==> src/common/tinker_pkg.sv <==
// Tinker widths, opcodes and state encodings; multiply, divide, call and return are not supported
package tinker_pkg;

    // ----------------------------------------
    // Widths
    // ----------------------------------------
    localparam int word_bits = 64;
    localparam int imm_bits  = 12;

    typedef logic [word_bits-1:0] word_t;     // Data, address, register value
    typedef logic [31:0]          instr_t;    // Instruction word
    typedef logic [4:0]           reg_addr_t; // Register number
    typedef logic [4:0]           opcode_t;   // Opcode field
    typedef logic [imm_bits-1:0]  imm_t;      // Raw immediate field

    typedef enum logic [2:0] {
        st_fetch, st_decode, st_execute, st_memory, st_writeback, st_halted
    } state_e;

    localparam word_t reset_pc    = 64'h2000;
    localparam word_t instr_bytes = 64'd4;    // PC step

    // Field positions, lsb of each field
    localparam int op_pos  = 27;
    localparam int rd_pos  = 22;
    localparam int rs_pos  = 17;
    localparam int rt_pos  = 12;
    localparam int imm_pos = 0;

    // ----------------------------------------
    // Opcodes
    // ----------------------------------------
    localparam opcode_t op_and    = 5'h00;
    localparam opcode_t op_or     = 5'h01;
    localparam opcode_t op_xor    = 5'h02;
    localparam opcode_t op_not    = 5'h03;
    localparam opcode_t op_shftr  = 5'h04;
    localparam opcode_t op_shftri = 5'h05;
    localparam opcode_t op_shftl  = 5'h06;
    localparam opcode_t op_shftli = 5'h07;
    localparam opcode_t op_br     = 5'h08;
    localparam opcode_t op_brr_r  = 5'h09;
    localparam opcode_t op_brr_l  = 5'h0a;
    localparam opcode_t op_brnz   = 5'h0b;
    localparam opcode_t op_brgt   = 5'h0e;
    localparam opcode_t op_load   = 5'h10;
    localparam opcode_t op_mov_r  = 5'h11;
    localparam opcode_t op_mov_l  = 5'h12;
    localparam opcode_t op_store  = 5'h13;
    localparam opcode_t op_add    = 5'h18;
    localparam opcode_t op_addi   = 5'h19;
    localparam opcode_t op_sub    = 5'h1a;
    localparam opcode_t op_subi   = 5'h1b;
    localparam opcode_t op_halt   = 5'h1f;

    // ----------------------------------------
    // Opcode classes
    // ----------------------------------------
    function automatic logic is_load(opcode_t op);
        return op == op_load;
    endfunction

    function automatic logic is_store(opcode_t op);
        return op == op_store;
    endfunction

    function automatic logic is_mem_op(opcode_t op);
        return is_load(op) || is_store(op);
    endfunction

    function automatic logic is_branch(opcode_t op);
        return op inside {op_br, op_brr_r, op_brr_l, op_brnz, op_brgt};
    endfunction

    // Immediate forms take the literal as second operand
    function automatic logic uses_literal(opcode_t op);
        return op inside {op_addi, op_subi, op_shftri, op_shftli, op_mov_l};
    endfunction

    // Same set: rd is both source and destination
    function automatic logic rd_as_src(opcode_t op);
        return uses_literal(op);
    endfunction

    function automatic logic writes_reg(opcode_t op);
        return !is_store(op) && !is_branch(op) && op != op_halt;
    endfunction

endpackage

==> src/hw/sequencer.sv <==
// Instruction FSM; branch 3, ALU and mov 4, load and store 5 cycles, halt holds until reset
`timescale 1ns/1ps

module sequencer (
    input  logic                clk,
    input  logic                reset,
    input  tinker_pkg::opcode_t opcode,
    output logic                ir_load,
    output logic                pc_write,
    output logic                alu_latch,
    output logic                sel_fetch,
    output logic                mem_rd,
    output logic                mem_wr,
    output logic                mdr_load,
    output logic                reg_write,
    output logic                wb_from_mem,
    output logic                hlt
);

    tinker_pkg::state_e state_q, state_d;

    always_ff @(posedge clk or posedge reset) begin
        if (reset)
            state_q <= tinker_pkg::st_fetch;
        else
            state_q <= state_d;
    end

    // ----------------------------------------
    // Next state and strobes
    // ----------------------------------------
    always_comb begin
        state_d     = state_q;
        ir_load     = 1'b0;
        pc_write    = 1'b0;
        alu_latch   = 1'b0;
        sel_fetch   = 1'b0;
        mem_rd      = 1'b0;
        mem_wr      = 1'b0;
        mdr_load    = 1'b0;
        reg_write   = 1'b0;
        wb_from_mem = 1'b0;
        hlt         = 1'b0;
        case (state_q)
            tinker_pkg::st_fetch: begin
                ir_load   = 1'b1;
                mem_rd    = 1'b1;
                sel_fetch = 1'b1;                    // Address from PC
                state_d   = tinker_pkg::st_decode;
            end
            tinker_pkg::st_decode: begin
                state_d = (opcode == tinker_pkg::op_halt) ? tinker_pkg::st_halted
                                                          : tinker_pkg::st_execute;
            end
            tinker_pkg::st_execute: begin
                alu_latch = 1'b1;
                if (tinker_pkg::is_branch(opcode)) begin
                    pc_write = 1'b1;                 // Target or PC+4
                    state_d  = tinker_pkg::st_fetch;
                end else if (tinker_pkg::is_mem_op(opcode)) begin
                    state_d = tinker_pkg::st_memory;
                end else begin
                    state_d = tinker_pkg::st_writeback;
                end
            end
            tinker_pkg::st_memory: begin
                mem_rd   = tinker_pkg::is_load(opcode);
                mem_wr   = tinker_pkg::is_store(opcode);
                mdr_load = tinker_pkg::is_load(opcode);
                state_d  = tinker_pkg::st_writeback;
            end
            tinker_pkg::st_writeback: begin
                reg_write   = tinker_pkg::writes_reg(opcode);
                wb_from_mem = tinker_pkg::is_load(opcode);
                pc_write    = 1'b1;                  // PC+4
                state_d     = tinker_pkg::st_fetch;
            end
            tinker_pkg::st_halted: hlt = 1'b1;       // Stays until reset
            default: state_d = tinker_pkg::st_fetch;
        endcase
    end

    a_one_strobe: assert property (@(posedge clk) disable iff (reset)
        !(mem_rd && mem_wr));

    a_hlt_sticky: assert property (@(posedge clk) disable iff (reset)
        hlt |=> hlt);

endmodule

==> config.mk <==
export PLATFORM = sky130hd
export DESIGN_NAME = sequencer
export DESIGN_NICKNAME = d
export VERILOG_FILES = /design/src/common/tinker_pkg.sv /design/src/hw/sequencer.sv
export SDC_FILE = /design/constraint.sdc
export NUM_CORES = 1
export LEC_CHECK = 0
export BUFFER_PORTS_ARGS = -buffer_cell sky130_fd_sc_hd__buf_2
export CAP_MARGIN = 15
export CORE_AREA = 2 2 39 41
export DETAILED_ROUTE_END_ITERATION = 10
export DIE_AREA = 0 0 41 43
export PLACE_DENSITY_LB_ADDON = 0.2
export SYNTH_ARGS = -nofsm -noshare
export SYNTH_HDL_FRONTEND = slang
export SYNTH_SLANG_ARGS = --single-unit
==> constraint.sdc <==
create_clock -name clk -period 1.5 [get_ports clk]
set_clock_uncertainty 0.05 [all_clocks]
set_input_delay 0.075 -clock clk [delete_from_list [all_inputs] [get_ports clk]]
set_output_delay 0.075 -clock clk [all_outputs]
set_load 0.005 [all_outputs]
==> results of run 1 <==
==> kinds of logic (layout without fill, tap and decap cells) <==
logic type      count (synthesis)  in the layout  synth area share
compound gates                  9              9             0.209
buf+inv                         8             27             0.151
flops                           3              3             0.216
simple gates                   25             25             0.425
==> cells in the mapped netlist <==
library cell,number,share of area
nor3_1,3,0.043
buf_6,2,0.065
nand2_1,5,0.054
a41o_1,1,0.029
nor2_1,6,0.065
o21a_1,1,0.022
a32o_1,1,0.029
nand3b_1,1,0.022
inv_1,4,0.043
buf_4,2,0.043
o21ai_0,1,0.014
o21ai_2,1,0.025
a21oi_1,1,0.014
a211o_2,1,0.029
nor3b_1,2,0.043
nand2b_1,1,0.018
a211oi_1,1,0.022
nor2b_1,1,0.018
or3b_1,1,0.025
and2_1,1,0.018
and4_1,1,0.025
nor3b_4,1,0.054
and3_2,1,0.022
a41oi_1,1,0.025
dfrtp_1,3,0.22
nand4_1,1,0.018
==> routing by layer <==
| layer | track usage | part of all wire |
|---|---|---|
| met1 | 0.158 | 0.43 |
| met3 | 0.0314 | 0.043 |
| met5 | 0 | 0 |
| met4 | 0.140 | 0.035 |
| met2 | 0.166 | 0.49 |
==> through the flow <==
step / setup WS, ps / hold slack [ps] / power (W) / util
3_5_place_dp: 236 / -99.1 / 0.000528 / 0.307
5_1_grt: 14.2 / 228 / 0.000794 / 0.347
6_report: 85.6 / 191 / 0.000728 / 0.347
3_3_place_gp: 224 / -103 / 0.000534 / 0.307
2_1_floorplan: 393 / -221 / 0.000459 / -
4_1_cts: 45.3 / 189 / 0.000700 / 0.337
==> final timing paths <==
check / cells after the start / endpoint / from / slack (ps)
setup reg to reg: 2 / state_q[1]$_DFFE_PP0N_ / state_q[0]$_DFFE_PP0N_ / 360
setup / recovery: 4 / reg_write / state_q[2]$_DFFE_PP0N_ / 90
hold reg to reg: 2 / state_q[0]$_DFFE_PP0N_ / state_q[1]$_DFFE_PP0N_ / 620
min in group clk: 5 / state_q[0]$_DFFE_PP0N_ / opcode[2] / 230
max in group asynchronous: 3 / state_q[1]$_DFFE_PP0N_ / reset / 1060
hold / removal: 3 / state_q[0]$_DFFE_PP0N_ / reset / 190
==> worst max-delay path: cells and delay by family (launching register included) <==
kind                   cells  cell delay, ps
buffers and inverters      2             200
AND/OR/NAND/NOR            2             430
flip-flops                 1             420
==> timing repair <==
item	in CTS	in global routing
setup endpoints to repair	1	4
hold buffers	1	0
gates resized for setup	1	5
pin swaps	0	0
hold endpoints to repair	3	0
==> area by class of cell <==
type | count | share of cell area
Tap cell | 16 | 0.0417
Multi-Input combinational cell | 34 | 0.492
Timing Repair Buffer | 19 | 0.219
Sequential cell | 3 | 0.161
Clock buffer | 4 | 0.0547
Inverter | 4 | 0.0312
==> power groups by stage <==
stage,clock (W),combinational [W],sequential (W)
2_1_floorplan,0,0.000326,0.000133
3_5_place_dp,0,0.000342,0.000186
5_1_grt,0.000170,0.000405,0.000219
4_1_cts,0.000159,0.000354,0.000186
3_3_place_gp,0,0.000354,0.000180
6_report,0.000154,0.000364,0.000211
==> summary by stage, run 1 <==
Critical path
STA classifies the critical path endpoint as a primary output. The critical path is of the flop to primary output type. The worst setup path is launched from a flop.

Of all nets on the critical path, the largest fanout is 4. Data arrives at the worst endpoint at 1290 ps. Among all stages on the critical path, the largest delay is contributed by dfrtp_1.

For this run, the slowest stage of the critical path takes 420 ps. Traced cell by cell, the critical path runs through inv_2 > nor3_4 > and4_1 > buf_2. For the worst setup path, the data required time is 1370 ps.

STA
Headroom to the max-slew limit came out at 0.850. The final-report hold violation count is 0. The final period utilization is 0.943. The count of final max-slew check failures is 0. The achievable frequency is 707 MHz. Setup repair after global routing left no endpoint under its margin. Setup violations remaining at the end of the flow were counted as 0.

The transition at the pin with the smallest max-transition slack is 223 ps. The sum of negative setup slack is 0 ps. The routed design could run at a clock period as short as 1410 ps.

Layout
The post-layout instance count excluding filler cells is 80. state_q holds more flip-flops than any other register. In the layout the commonest cells are 16 x buf_2, 6 x nor2_1, 5 x nand2_1, 3 x inv_1, 3 x clkbuf_4.

The proportion of layout cells with a drive suffix above 1 is 0.469. Summing all non-filler instances in the final layout gives an area of 480 um^2. The register with the most flip-flops in the layout has 3 of them.

Registers take 77.6 um^2. The net total in the final layout is 72. Summing all multi-input logic gate instances after layout gives 236 um^2.

The signed area change from the synthesized netlist to the final layout is 38.1%. The number of filler instances in the final layout is 149. The most frequent standard cell in the layout excluding fill and tap cells is buf_2. The number of antenna diodes in the final layout is 0. The largest registers in the layout are state_q (3).

Yosys
Yosys mapped the design onto 26 distinct sky130hd cell types. Yosys printed 0 warnings. Summing every instance area after synthesis gives 348 um^2. Of the synthesized area, sequential elements account for 0.216. The average size of a mapped cell is 7.73 um^2. The cell count after synthesis came out at 45.

The synthesized design contains 3 register bits. Counting every net in the synthesized netlist gives 52.

GRT
The global router's overall resource usage is 0.130. The total congestion overflow is 0. The initial antenna violation count is 0.

The number of global-route vias before repair came to 343. The largest net degree at the start of global routing is 12. The first global-routing pass estimated 1440 um of wire.

Clocking
The post-CTS clock slew at the launch and capture registers of the worst setup and hold paths is 40 ps. Counting every sink on the clock net gives 3. The maximum buffer depth of the clock tree is 2. Buffers inserted during clock tree synthesis total 3. TritonCTS built the clock tree.

The setup fix buffers added after clock tree synthesis is 0. The root buffer selected by CTS is clkbuf_4. Clock latency on the worst-skew pair, taken at its later pin, is 240 ps. CTS built an H-tree with a depth of 1.

Drt
The detailed-router iteration count before antenna repair is 4. Using the TritonRoute via totals, the vias-per-cell ratio works out to 4.70. The detailed-route via count is 376. The detail-routed net length per standard cell is 11.1 um. The sum of routed wire length over all layers is 884 um. The remaining design rule violation count is 0. In this run, the number of DRC markers left after iteration 0 of detailed routing was 8.

The count of nets left with antenna violations once routing finished came out at 0.

Power
The combinational power share is 0.499. The register share of total power is 0.289. Of the total power, the clock network draws 0.211. Internal power comes to 0.000418 W.

For this design the total switching power over the nets is 0.000310 W. The switching part of the total is 0.425. The leakage power summed over all cells is 0.236 nW.

The maximum resistive drop on vdd is 807 uV. Dividing total power by cell area gives a power density of 1520 mW/mm^2.

Die
The die covers 0.00176 mm^2. The width of the die is 41 um. The number of I/O pins is 17. From bottom edge to top edge, the die measures 43 um. The number of standard-cell rows in the floorplan is 14. The placeable core region is 0.00138 mm^2.

The initial cell density of the core is 0.251.

Place
The standard cell area after detailed placement is 425 um^2. During placement, the flow inserted port buffers numbering 16. Detailed placement finished with a half-perimeter wire length of 642 um. The routability congestion estimate from global placement is 0.731. The placed instance count is 75.

Outcome
The flow ran to the end, and the final reports show no timing, DRC or antenna violations.

Min path
The tightest min-delay check is of the primary input to async pin type.

Flow run
The number of max-cap violations is 0.
Power figures use the tool's default switching activity.
==> run 2, diff against run 1 <==
==> constraint.sdc (replaced) <==
create_clock -name clk -period 1.7 [get_ports clk]
set_clock_uncertainty 0.05 [all_clocks]
set_input_delay 0.085 -clock clk [delete_from_list [all_inputs] [get_ports clk]]
set_output_delay 0.085 -clock clk [all_outputs]
set_load 0.005 [all_outputs]
==> summary by stage, run 2 (same netlist as run 1, synthesis figures left out) <==
Outcome
The flow ran to the end, and the final reports show no timing, DRC or antenna violations.

Layout
The area growth from synthesis to layout is 29.9%. Leaving out fill and tap cells, the most frequent cell in the layout is buf_2. The library cells used most frequently in the layout, excluding fill and tap cells, are 16 x buf_2, 6 x nor2_1, 5 x nand2_1, 4 x inv_1. The proportion of layout cells with a drive suffix above 1 is 0.387 (-0.0817). The summed area of non-filler cells in the final layout is 452 um^2 (-6.0%).

The count of antenna diodes in the layout is 0 (unchanged). The register with the most flip-flops in the final layout is state_q. The net total in the final layout was 70 (-2.8%). The flip-flop count of the largest register, all copies and words added is 3 (unchanged). The number of filler instances in the final layout is 167 (+12%).

In the final layout, the registers with the most flip-flops are state_q (3).

Flow run
The number of max-cap violations was 0 (unchanged).

STA
Setup repair after global routing left no endpoint under its margin. The final period utilization is 0.938. The final-report hold violation count is 0 (unchanged). The clock period minus final worst setup slack is 1600 ps. The sum of negative setup slack is 0 ps (unchanged). The setup violation total in the final timing report is 0 (unchanged).

Based on the critical path, the design can be clocked at up to 627 MHz. The count of final max-slew check failures was 0 (unchanged). The max-slew headroom at the worst pin was 0.769 (-0.0809). The transition at the pin with the smallest max-transition slack is 346 ps (+123 ps).

Clocking
The root buffer selected by CTS is clkbuf_4. The number of sinks on the clock net is 3 (unchanged). The number of buffers created by CTS was 3 (unchanged).

TritonCTS built the clock tree. The setup fix buffers added after clock tree synthesis is 0 (unchanged). The maximum buffer depth of the clock tree is 2 (unchanged). The worst-skew pair later-pin latency is 230 ps (about the same).

The post-CTS clock slew at the launch and capture registers of the worst setup and hold paths is 40 ps (about the same). The count of H-tree levels built during CTS is 1 (unchanged).

Place
The detailed placement HPWL is 605 um (-5.8%). The routability congestion estimate from global placement is 0.716 (-2.0%). The standard cell area after detailed placement is 410 um^2 (-3.5%). The number of input and output port buffers inserted came to 16 (unchanged).

GRT
The wire length of the first global-routing pass is 1300 um (-9.6%). The global router's overall resource usage came to 0.116 (-0.0137). The number of global-route vias before repair came to 323 (-5.8%). The initial antenna violation count is 0 (unchanged).

The total congestion overflow is 0 (unchanged). The largest net degree at the start of global routing was 13 (+1).

Power
The total power divided by cell area is 1280 mW/mm^2 (-15%). The maximum resistive drop on vdd is 362 uV (-55%). The leakage power summed over all cells is 0.224 nW (-5.3%).

Die
The full die area is 0.00176 mm^2 (unchanged). The width of the die was 41 um (unchanged). The placeable core region is 0.00138 mm^2 (unchanged). The number of I/O pins was 17 (unchanged). The initial cell density of the core came to 0.251 (unchanged).

The number of standard-cell rows in the floorplan is 14 (unchanged). The height of the die was 43 um (unchanged).

Drt
The detail-routed net length per standard cell is 10.7 um (-3.6%). The detailed-route vias per instance came to 4.72 (+0.38%). The initial DRC count is 11 (+3). The remaining design rule violation count is 0 (unchanged).

The detailed-route via count is 368 (-2.1%). The number of routed nets with antenna violations is 0 (unchanged). The sum of routed wire length over all layers is 831 um (-6.0%). The detailed-router iteration count before antenna repair is 4 (unchanged).

Critical path
The largest fanout on the critical path is 9 (+5). The cell with the largest stage delay on the worst path is dfrtp_1. The category of the worst setup path launch point is a flop.

The required time of the critical path came to 1560 ps (+190 ps). The most critical setup path has its startpoint at state_q[2]$_DFFE_PP0N_. The peak per-stage delay on the critical path is 500 ps (+80 ps).

The source of the worst register-to-register timing path is state_q[1]$_DFFE_PP0N_. The worst endpoint data arrival time is 1460 ps (+170 ps). The startpoint-to-endpoint class of the critical path is flop to primary output.

The category of the worst setup path capture point is a primary output. Walking the worst path, the cells encountered are inv_1 > nor3_2 > and4_1 > buf_2.

Min path
In this run the worst hold path is classified as primary input to async pin.
-- run 2: cell types whose count changed in the layout (fill, tap and decap cells not counted) --
cell	delta
nor3b_2	-1
nor3_2	+1
dfrtp_1	+2
inv_1	+1
inv_2	-1
buf_4	-2
nor3b_1	+1
nor3_4	-1
dfrtp_2	-2
-- run 2: timing repair --
item / 4_1_cts / 5_1_grt
resized for setup: 0 / 1
setup endpoints to repair: 0 / 2
hold endpoints to repair: 3 / 0
hold buffers: 1 / 0
-- run 2: worst paths after layout --
| kind | endpoint | slack, ps | depth (start not counted) |
|---|---|---|---|
| max in group asynchronous | state_q[1]$_DFFE_PP0N_ | 1250 | 3 |
| min in group clk | state_q[1]$_DFFE_PP0N_ | 270 | 5 |
| max | reg_write | 100 | 4 |
| max reg2reg | state_q[1]$_DFFE_PP0N_ | 530 | 2 |
| min | state_q[2]$_DFFE_PP0N_ | 220 | 3 |
| min reg2reg | state_q[1]$_DFFE_PP0N_ | 580 | 1 |
-- run 2: final cells by class --
type	instances	area (um^2)	share of cell area
Multi-Input combinational cell	34	225	0.499
Timing Repair Buffer	17	90.1	0.199
Sequential cell	3	75.1	0.166
Clock buffer	4	26.3	0.0582
Tap cell	16	20.0	0.0443
Inverter	4	15.0	0.0332
-- run 2: metal layers --
metal,wire length (um),GRT usage,up-vias
li1,-,-,194
met1,362,0.140,163
met2,420,0.159,9
met4,14,0.100,0
met5,0,0,-
met3,33,0.0314,2
-- run 2: power breakdown --
group / total, W / switching (W) / leakage [nW] / internal (W)
sequential: 0.000186 / 0.0000847 / 0.0381 / 0.000102
clock: 0.000125 / 0.0000369 / 0.0150 / 0.0000879
combinational: 0.000268 / 0.000121 / 0.171 / 0.000146
-- run 2: stage by stage --
step | power [W] | std cells | hold slack (ps) | utilization | worst slack [ps]
2_1_floorplan | 0.000405 | 45 | -211 | - | 583
3_3_place_gp | 0.000445 | 73 | -97.6 | 0.297 | 349
3_5_place_dp | 0.000445 | 73 | -102 | 0.297 | 303
4_1_cts | 0.000574 | 78 | 200 | 0.323 | 53.0
5_1_grt | 0.000626 | 78 | 251 | 0.326 | 33.8
6_report | 0.000579 | 78 | 222 | 0.326 | 105
-- run 2: critical path, delay by kind of cell, from the launching register on --
| kind | cells | cell delay (ps) |
|---|---|---|
| flip-flops | 1 | 500 |
| AND/OR/NAND/NOR | 2 | 470 |
| buffers and inverters | 2 | 250 |
==> run 3, diff against run 2 <==
--- a/config.mk
+++ b/config.mk
@@ -8,6 +8,7 @@
 export BUFFER_PORTS_ARGS = -buffer_cell sky130_fd_sc_hd__buf_2
 export CAP_MARGIN = 15
 export CORE_AREA = 2 2 39 41
+export CTS_CLUSTER_DIAMETER = 150
 export DETAILED_ROUTE_END_ITERATION = 10
 export DIE_AREA = 0 0 41 43
 export PLACE_DENSITY_LB_ADDON = 0.2
==> constraint.sdc (replaced) <==
create_clock -name clk -period 1.85 [get_ports clk]
set_clock_uncertainty 0.05 [all_clocks]
set_input_delay 0.0925 -clock clk [delete_from_list [all_inputs] [get_ports clk]]
set_output_delay 0.0925 -clock clk [all_outputs]
set_load 0.005 [all_outputs]
==> summary by stage, run 3 (same netlist as run 1, synthesis figures left out) <==
Critical path
The minimum setup slack among reg-to-reg paths is 690 ps (+160 ps). Traced cell by cell, the critical path runs through inv_1 > nor3_1 > and4_1 > buf_2. The source of the worst register-to-register timing path is state_q[1]$_DFFE_PP0N_.

The cell with the largest stage delay on the worst path is dfrtp_1. The worst endpoint data arrival time is 1520 ps (+60 ps). The peak per-stage delay on the critical path is 490 ps (about the same). The worst register-to-register path ends at state_q[1]$_DFFE_PP0N_. The required time of the critical path is 1710 ps (+150 ps). The startpoint-to-endpoint class of the critical path is flop to primary output.

The worst setup path is captured at a primary output. STA classifies the critical path startpoint as a flop. In this run the worst setup path begins at state_q[2]$_DFFE_PP0N_. The largest fanout on the critical path is 9 (unchanged).

The cell depth of the worst flop-to-flop path is 2 (unchanged).

Clocking
TritonCTS built the clock tree. The post-CTS clock slew at the launch and capture registers of the worst setup and hold paths is 40 ps (about the same). The number of sinks on the clock net was 3 (unchanged). The setup fix buffers added after clock tree synthesis is 0 (unchanged). The number of buffers created by CTS came to 3 (unchanged). The worst-skew pair later-pin latency came to 230 ps (about the same).

The maximum buffer depth of the clock tree is 2 (unchanged). The count of H-tree levels built during CTS is 1 (unchanged). Clock tree synthesis selected as its root buffer the cell clkbuf_4.

Power
The internal power contribution is 0.000307 W (-8.6%). The clock network fraction of design power is 0.222 (+0.006). The maximum resistive drop on vdd is 325 uV (-10%). The switching part of the total is 0.414 (-0.00631). The leakage power summed over all cells was 0.223 nW (-0.21%). The net switching power is 0.000216 W (-11%). The post-layout total power came to 0.000523 W (-9.6%).

The combinational power share is 0.460 (-0.002). The total power divided by cell area is 1170 mW/mm^2 (-8.6%). The register share of total power was 0.318 (-0.004).

Layout
The final core area utilization came to 0.323 (-0.00362). The library cell used most frequently in the layout, excluding fill and tap cells, is buf_2. The proportion of layout cells with a drive suffix above 1 is 0.371 (-0.0161). The net total in the final layout came to 70 (unchanged). The flip-flop count of the largest register, all copies and words added is 3 (unchanged). The library cells used most frequently in the layout, excluding fill and tap cells, are 16 x buf_2, 6 x nor2_1, 5 x nand2_1, 4 x inv_1. The register bank with the most flops is state_q. The signed area change from the synthesized netlist to the final layout is 28.4%. The count of antenna diodes in the layout is 0 (unchanged). The total area of multi-input combinational cells is 220 um^2 (-2.2%).

The area used by sequential logic in the layout came to 75.1 um^2 (unchanged). In the final layout, the registers with the most flip-flops are state_q (3). The number of filler instances in the final layout is 155 (-7.2%).

STA
The final-report hold violation count came to 0 (unchanged). The count of final max-slew check failures was 0 (unchanged). The max-slew headroom at the worst pin is 0.783 (+0.0141).

Setup repair after global routing left no endpoint under its margin. In the finished design, the share of the clock period the worst path needs comes to 0.897. For this run, the top clock speed supported by timing is 603 MHz. The sum of negative setup slack was 0 ps (unchanged).

The clock period minus final worst setup slack is 1660 ps. The transition at the pin with the smallest max-transition slack is 325 ps (-21.1 ps). The setup violation total in the final timing report came to 0 (unchanged).

Drt
The sum of routed wire length over all layers is 808 um (-2.8%). The initial DRC count is 11 (unchanged). The number of routed nets with antenna violations came to 0 (unchanged). The detailed-route vias per instance is 4.73 (+0.27%).

The detailed-router iteration count before antenna repair is 3 (-1). The remaining design rule violation count is 0 (unchanged). The detail-routed net length per standard cell is 10.4 um (-2.8%).

The detailed-route via count is 369 (+0.27%).

Place
The number of input and output port buffers inserted is 16 (unchanged). The detailed placement HPWL is 595 um (-1.6%). The routability congestion estimate from global placement is 0.717 (about the same).

Outcome
The flow ran to the end, and the final reports show no timing, DRC or antenna violations.

GRT
The global router's overall resource usage came to 0.115 (-0.00101). The wire length of the first global-routing pass came to 1260 um (-2.7%). The number of global-route vias before repair is 310 (-4.0%). The initial antenna violation count is 0 (unchanged). The largest net degree at the start of global routing is 13 (unchanged). The total congestion overflow is 0 (unchanged).

Die
The width of the die is 41 um (unchanged). The full die area was 0.00176 mm^2 (unchanged). The height of the die was 43 um (unchanged). The number of I/O pins was 17 (unchanged). The placeable core region is 0.00138 mm^2 (unchanged). The initial cell density of the core is 0.251 (unchanged). The number of standard-cell rows in the floorplan is 14 (unchanged).

Flow run
The number of max-cap violations is 0 (unchanged).

Min path
The class of the tightest hold or removal check is primary input to async pin.
## run 3: cell types whose count changed in the layout (fill, tap and decap cells not counted)
cell	previous run	this run
nor3_1	2	3
nor3_2	1	0
## run 3: cell type report
| type | count | area share |
|---|---|---|
| multi-input combinational | 34 | 0.493 |
| tap | 16 | 0.0448 |
| timing repair buffer | 17 | 0.202 |
| clock buffer | 4 | 0.0588 |
| inverter | 4 | 0.0336 |
| sequential | 3 | 0.168 |
## run 3: critical path: cells and delay by family (launching register included)
family | cells | cell delay [ps]
flops | 1 | 490
simple gates | 2 | 550
buf+inv | 2 | 240
## run 3: power by group through the flow
stage	Clock [W]	Combinational [W]	Sequential, W
global placement	0	0.000243	0.000166
detailed placement	0	0.000244	0.000165
floorplan	0	0.000264	0.000108
finish	0.000116	0.000241	0.000166
CTS	0.000118	0.000246	0.000164
global route	0.000120	0.000271	0.000174
## run 3: what timing repair did
item / CTS / global route
hold buffers: 1 / 0
resized for setup: 0 / 0
hold endpoints to repair: 3 / 0
## run 3: worst max path at each step
stage / endpoint / depth (start not counted) / slack (ps)
global route: reg_write / 4 / 60
global placement: reg_write / 4 / 490
finish: reg_write / 4 / 190
floorplan: pc_write / 3 / 730
CTS: reg_write / 4 / 200
detailed placement: reg_write / 4 / 450
## run 3: through the flow
| step | instance area, um^2 | setup WS, ps | hold slack (ps) | std cells |
|---|---|---|---|---|
| floorplan | 348 | 725 | -204 | 45 |
| global placement | 410 | 495 | -90.2 | 73 |
| detailed placement | 410 | 445 | -94.5 | 73 |
| CTS | 447 | 198 | 208 | 78 |
| global route | 447 | 64.9 | 258 | 78 |
| finish | 447 | 191 | 227 | 78 |
## run 3: routing by layer
| metal | up-vias | track usage | routed length (um) |
|---|---|---|---|
| li1 | 190 | - | - |
| met1 | 166 | 0.121 | 346 |
| met2 | 11 | 0.172 | 407 |
| met3 | 2 | 0.0366 | 44 |
| met4 | 0 | 0.100 | 8 |
| met5 | - | 0 | 0 |
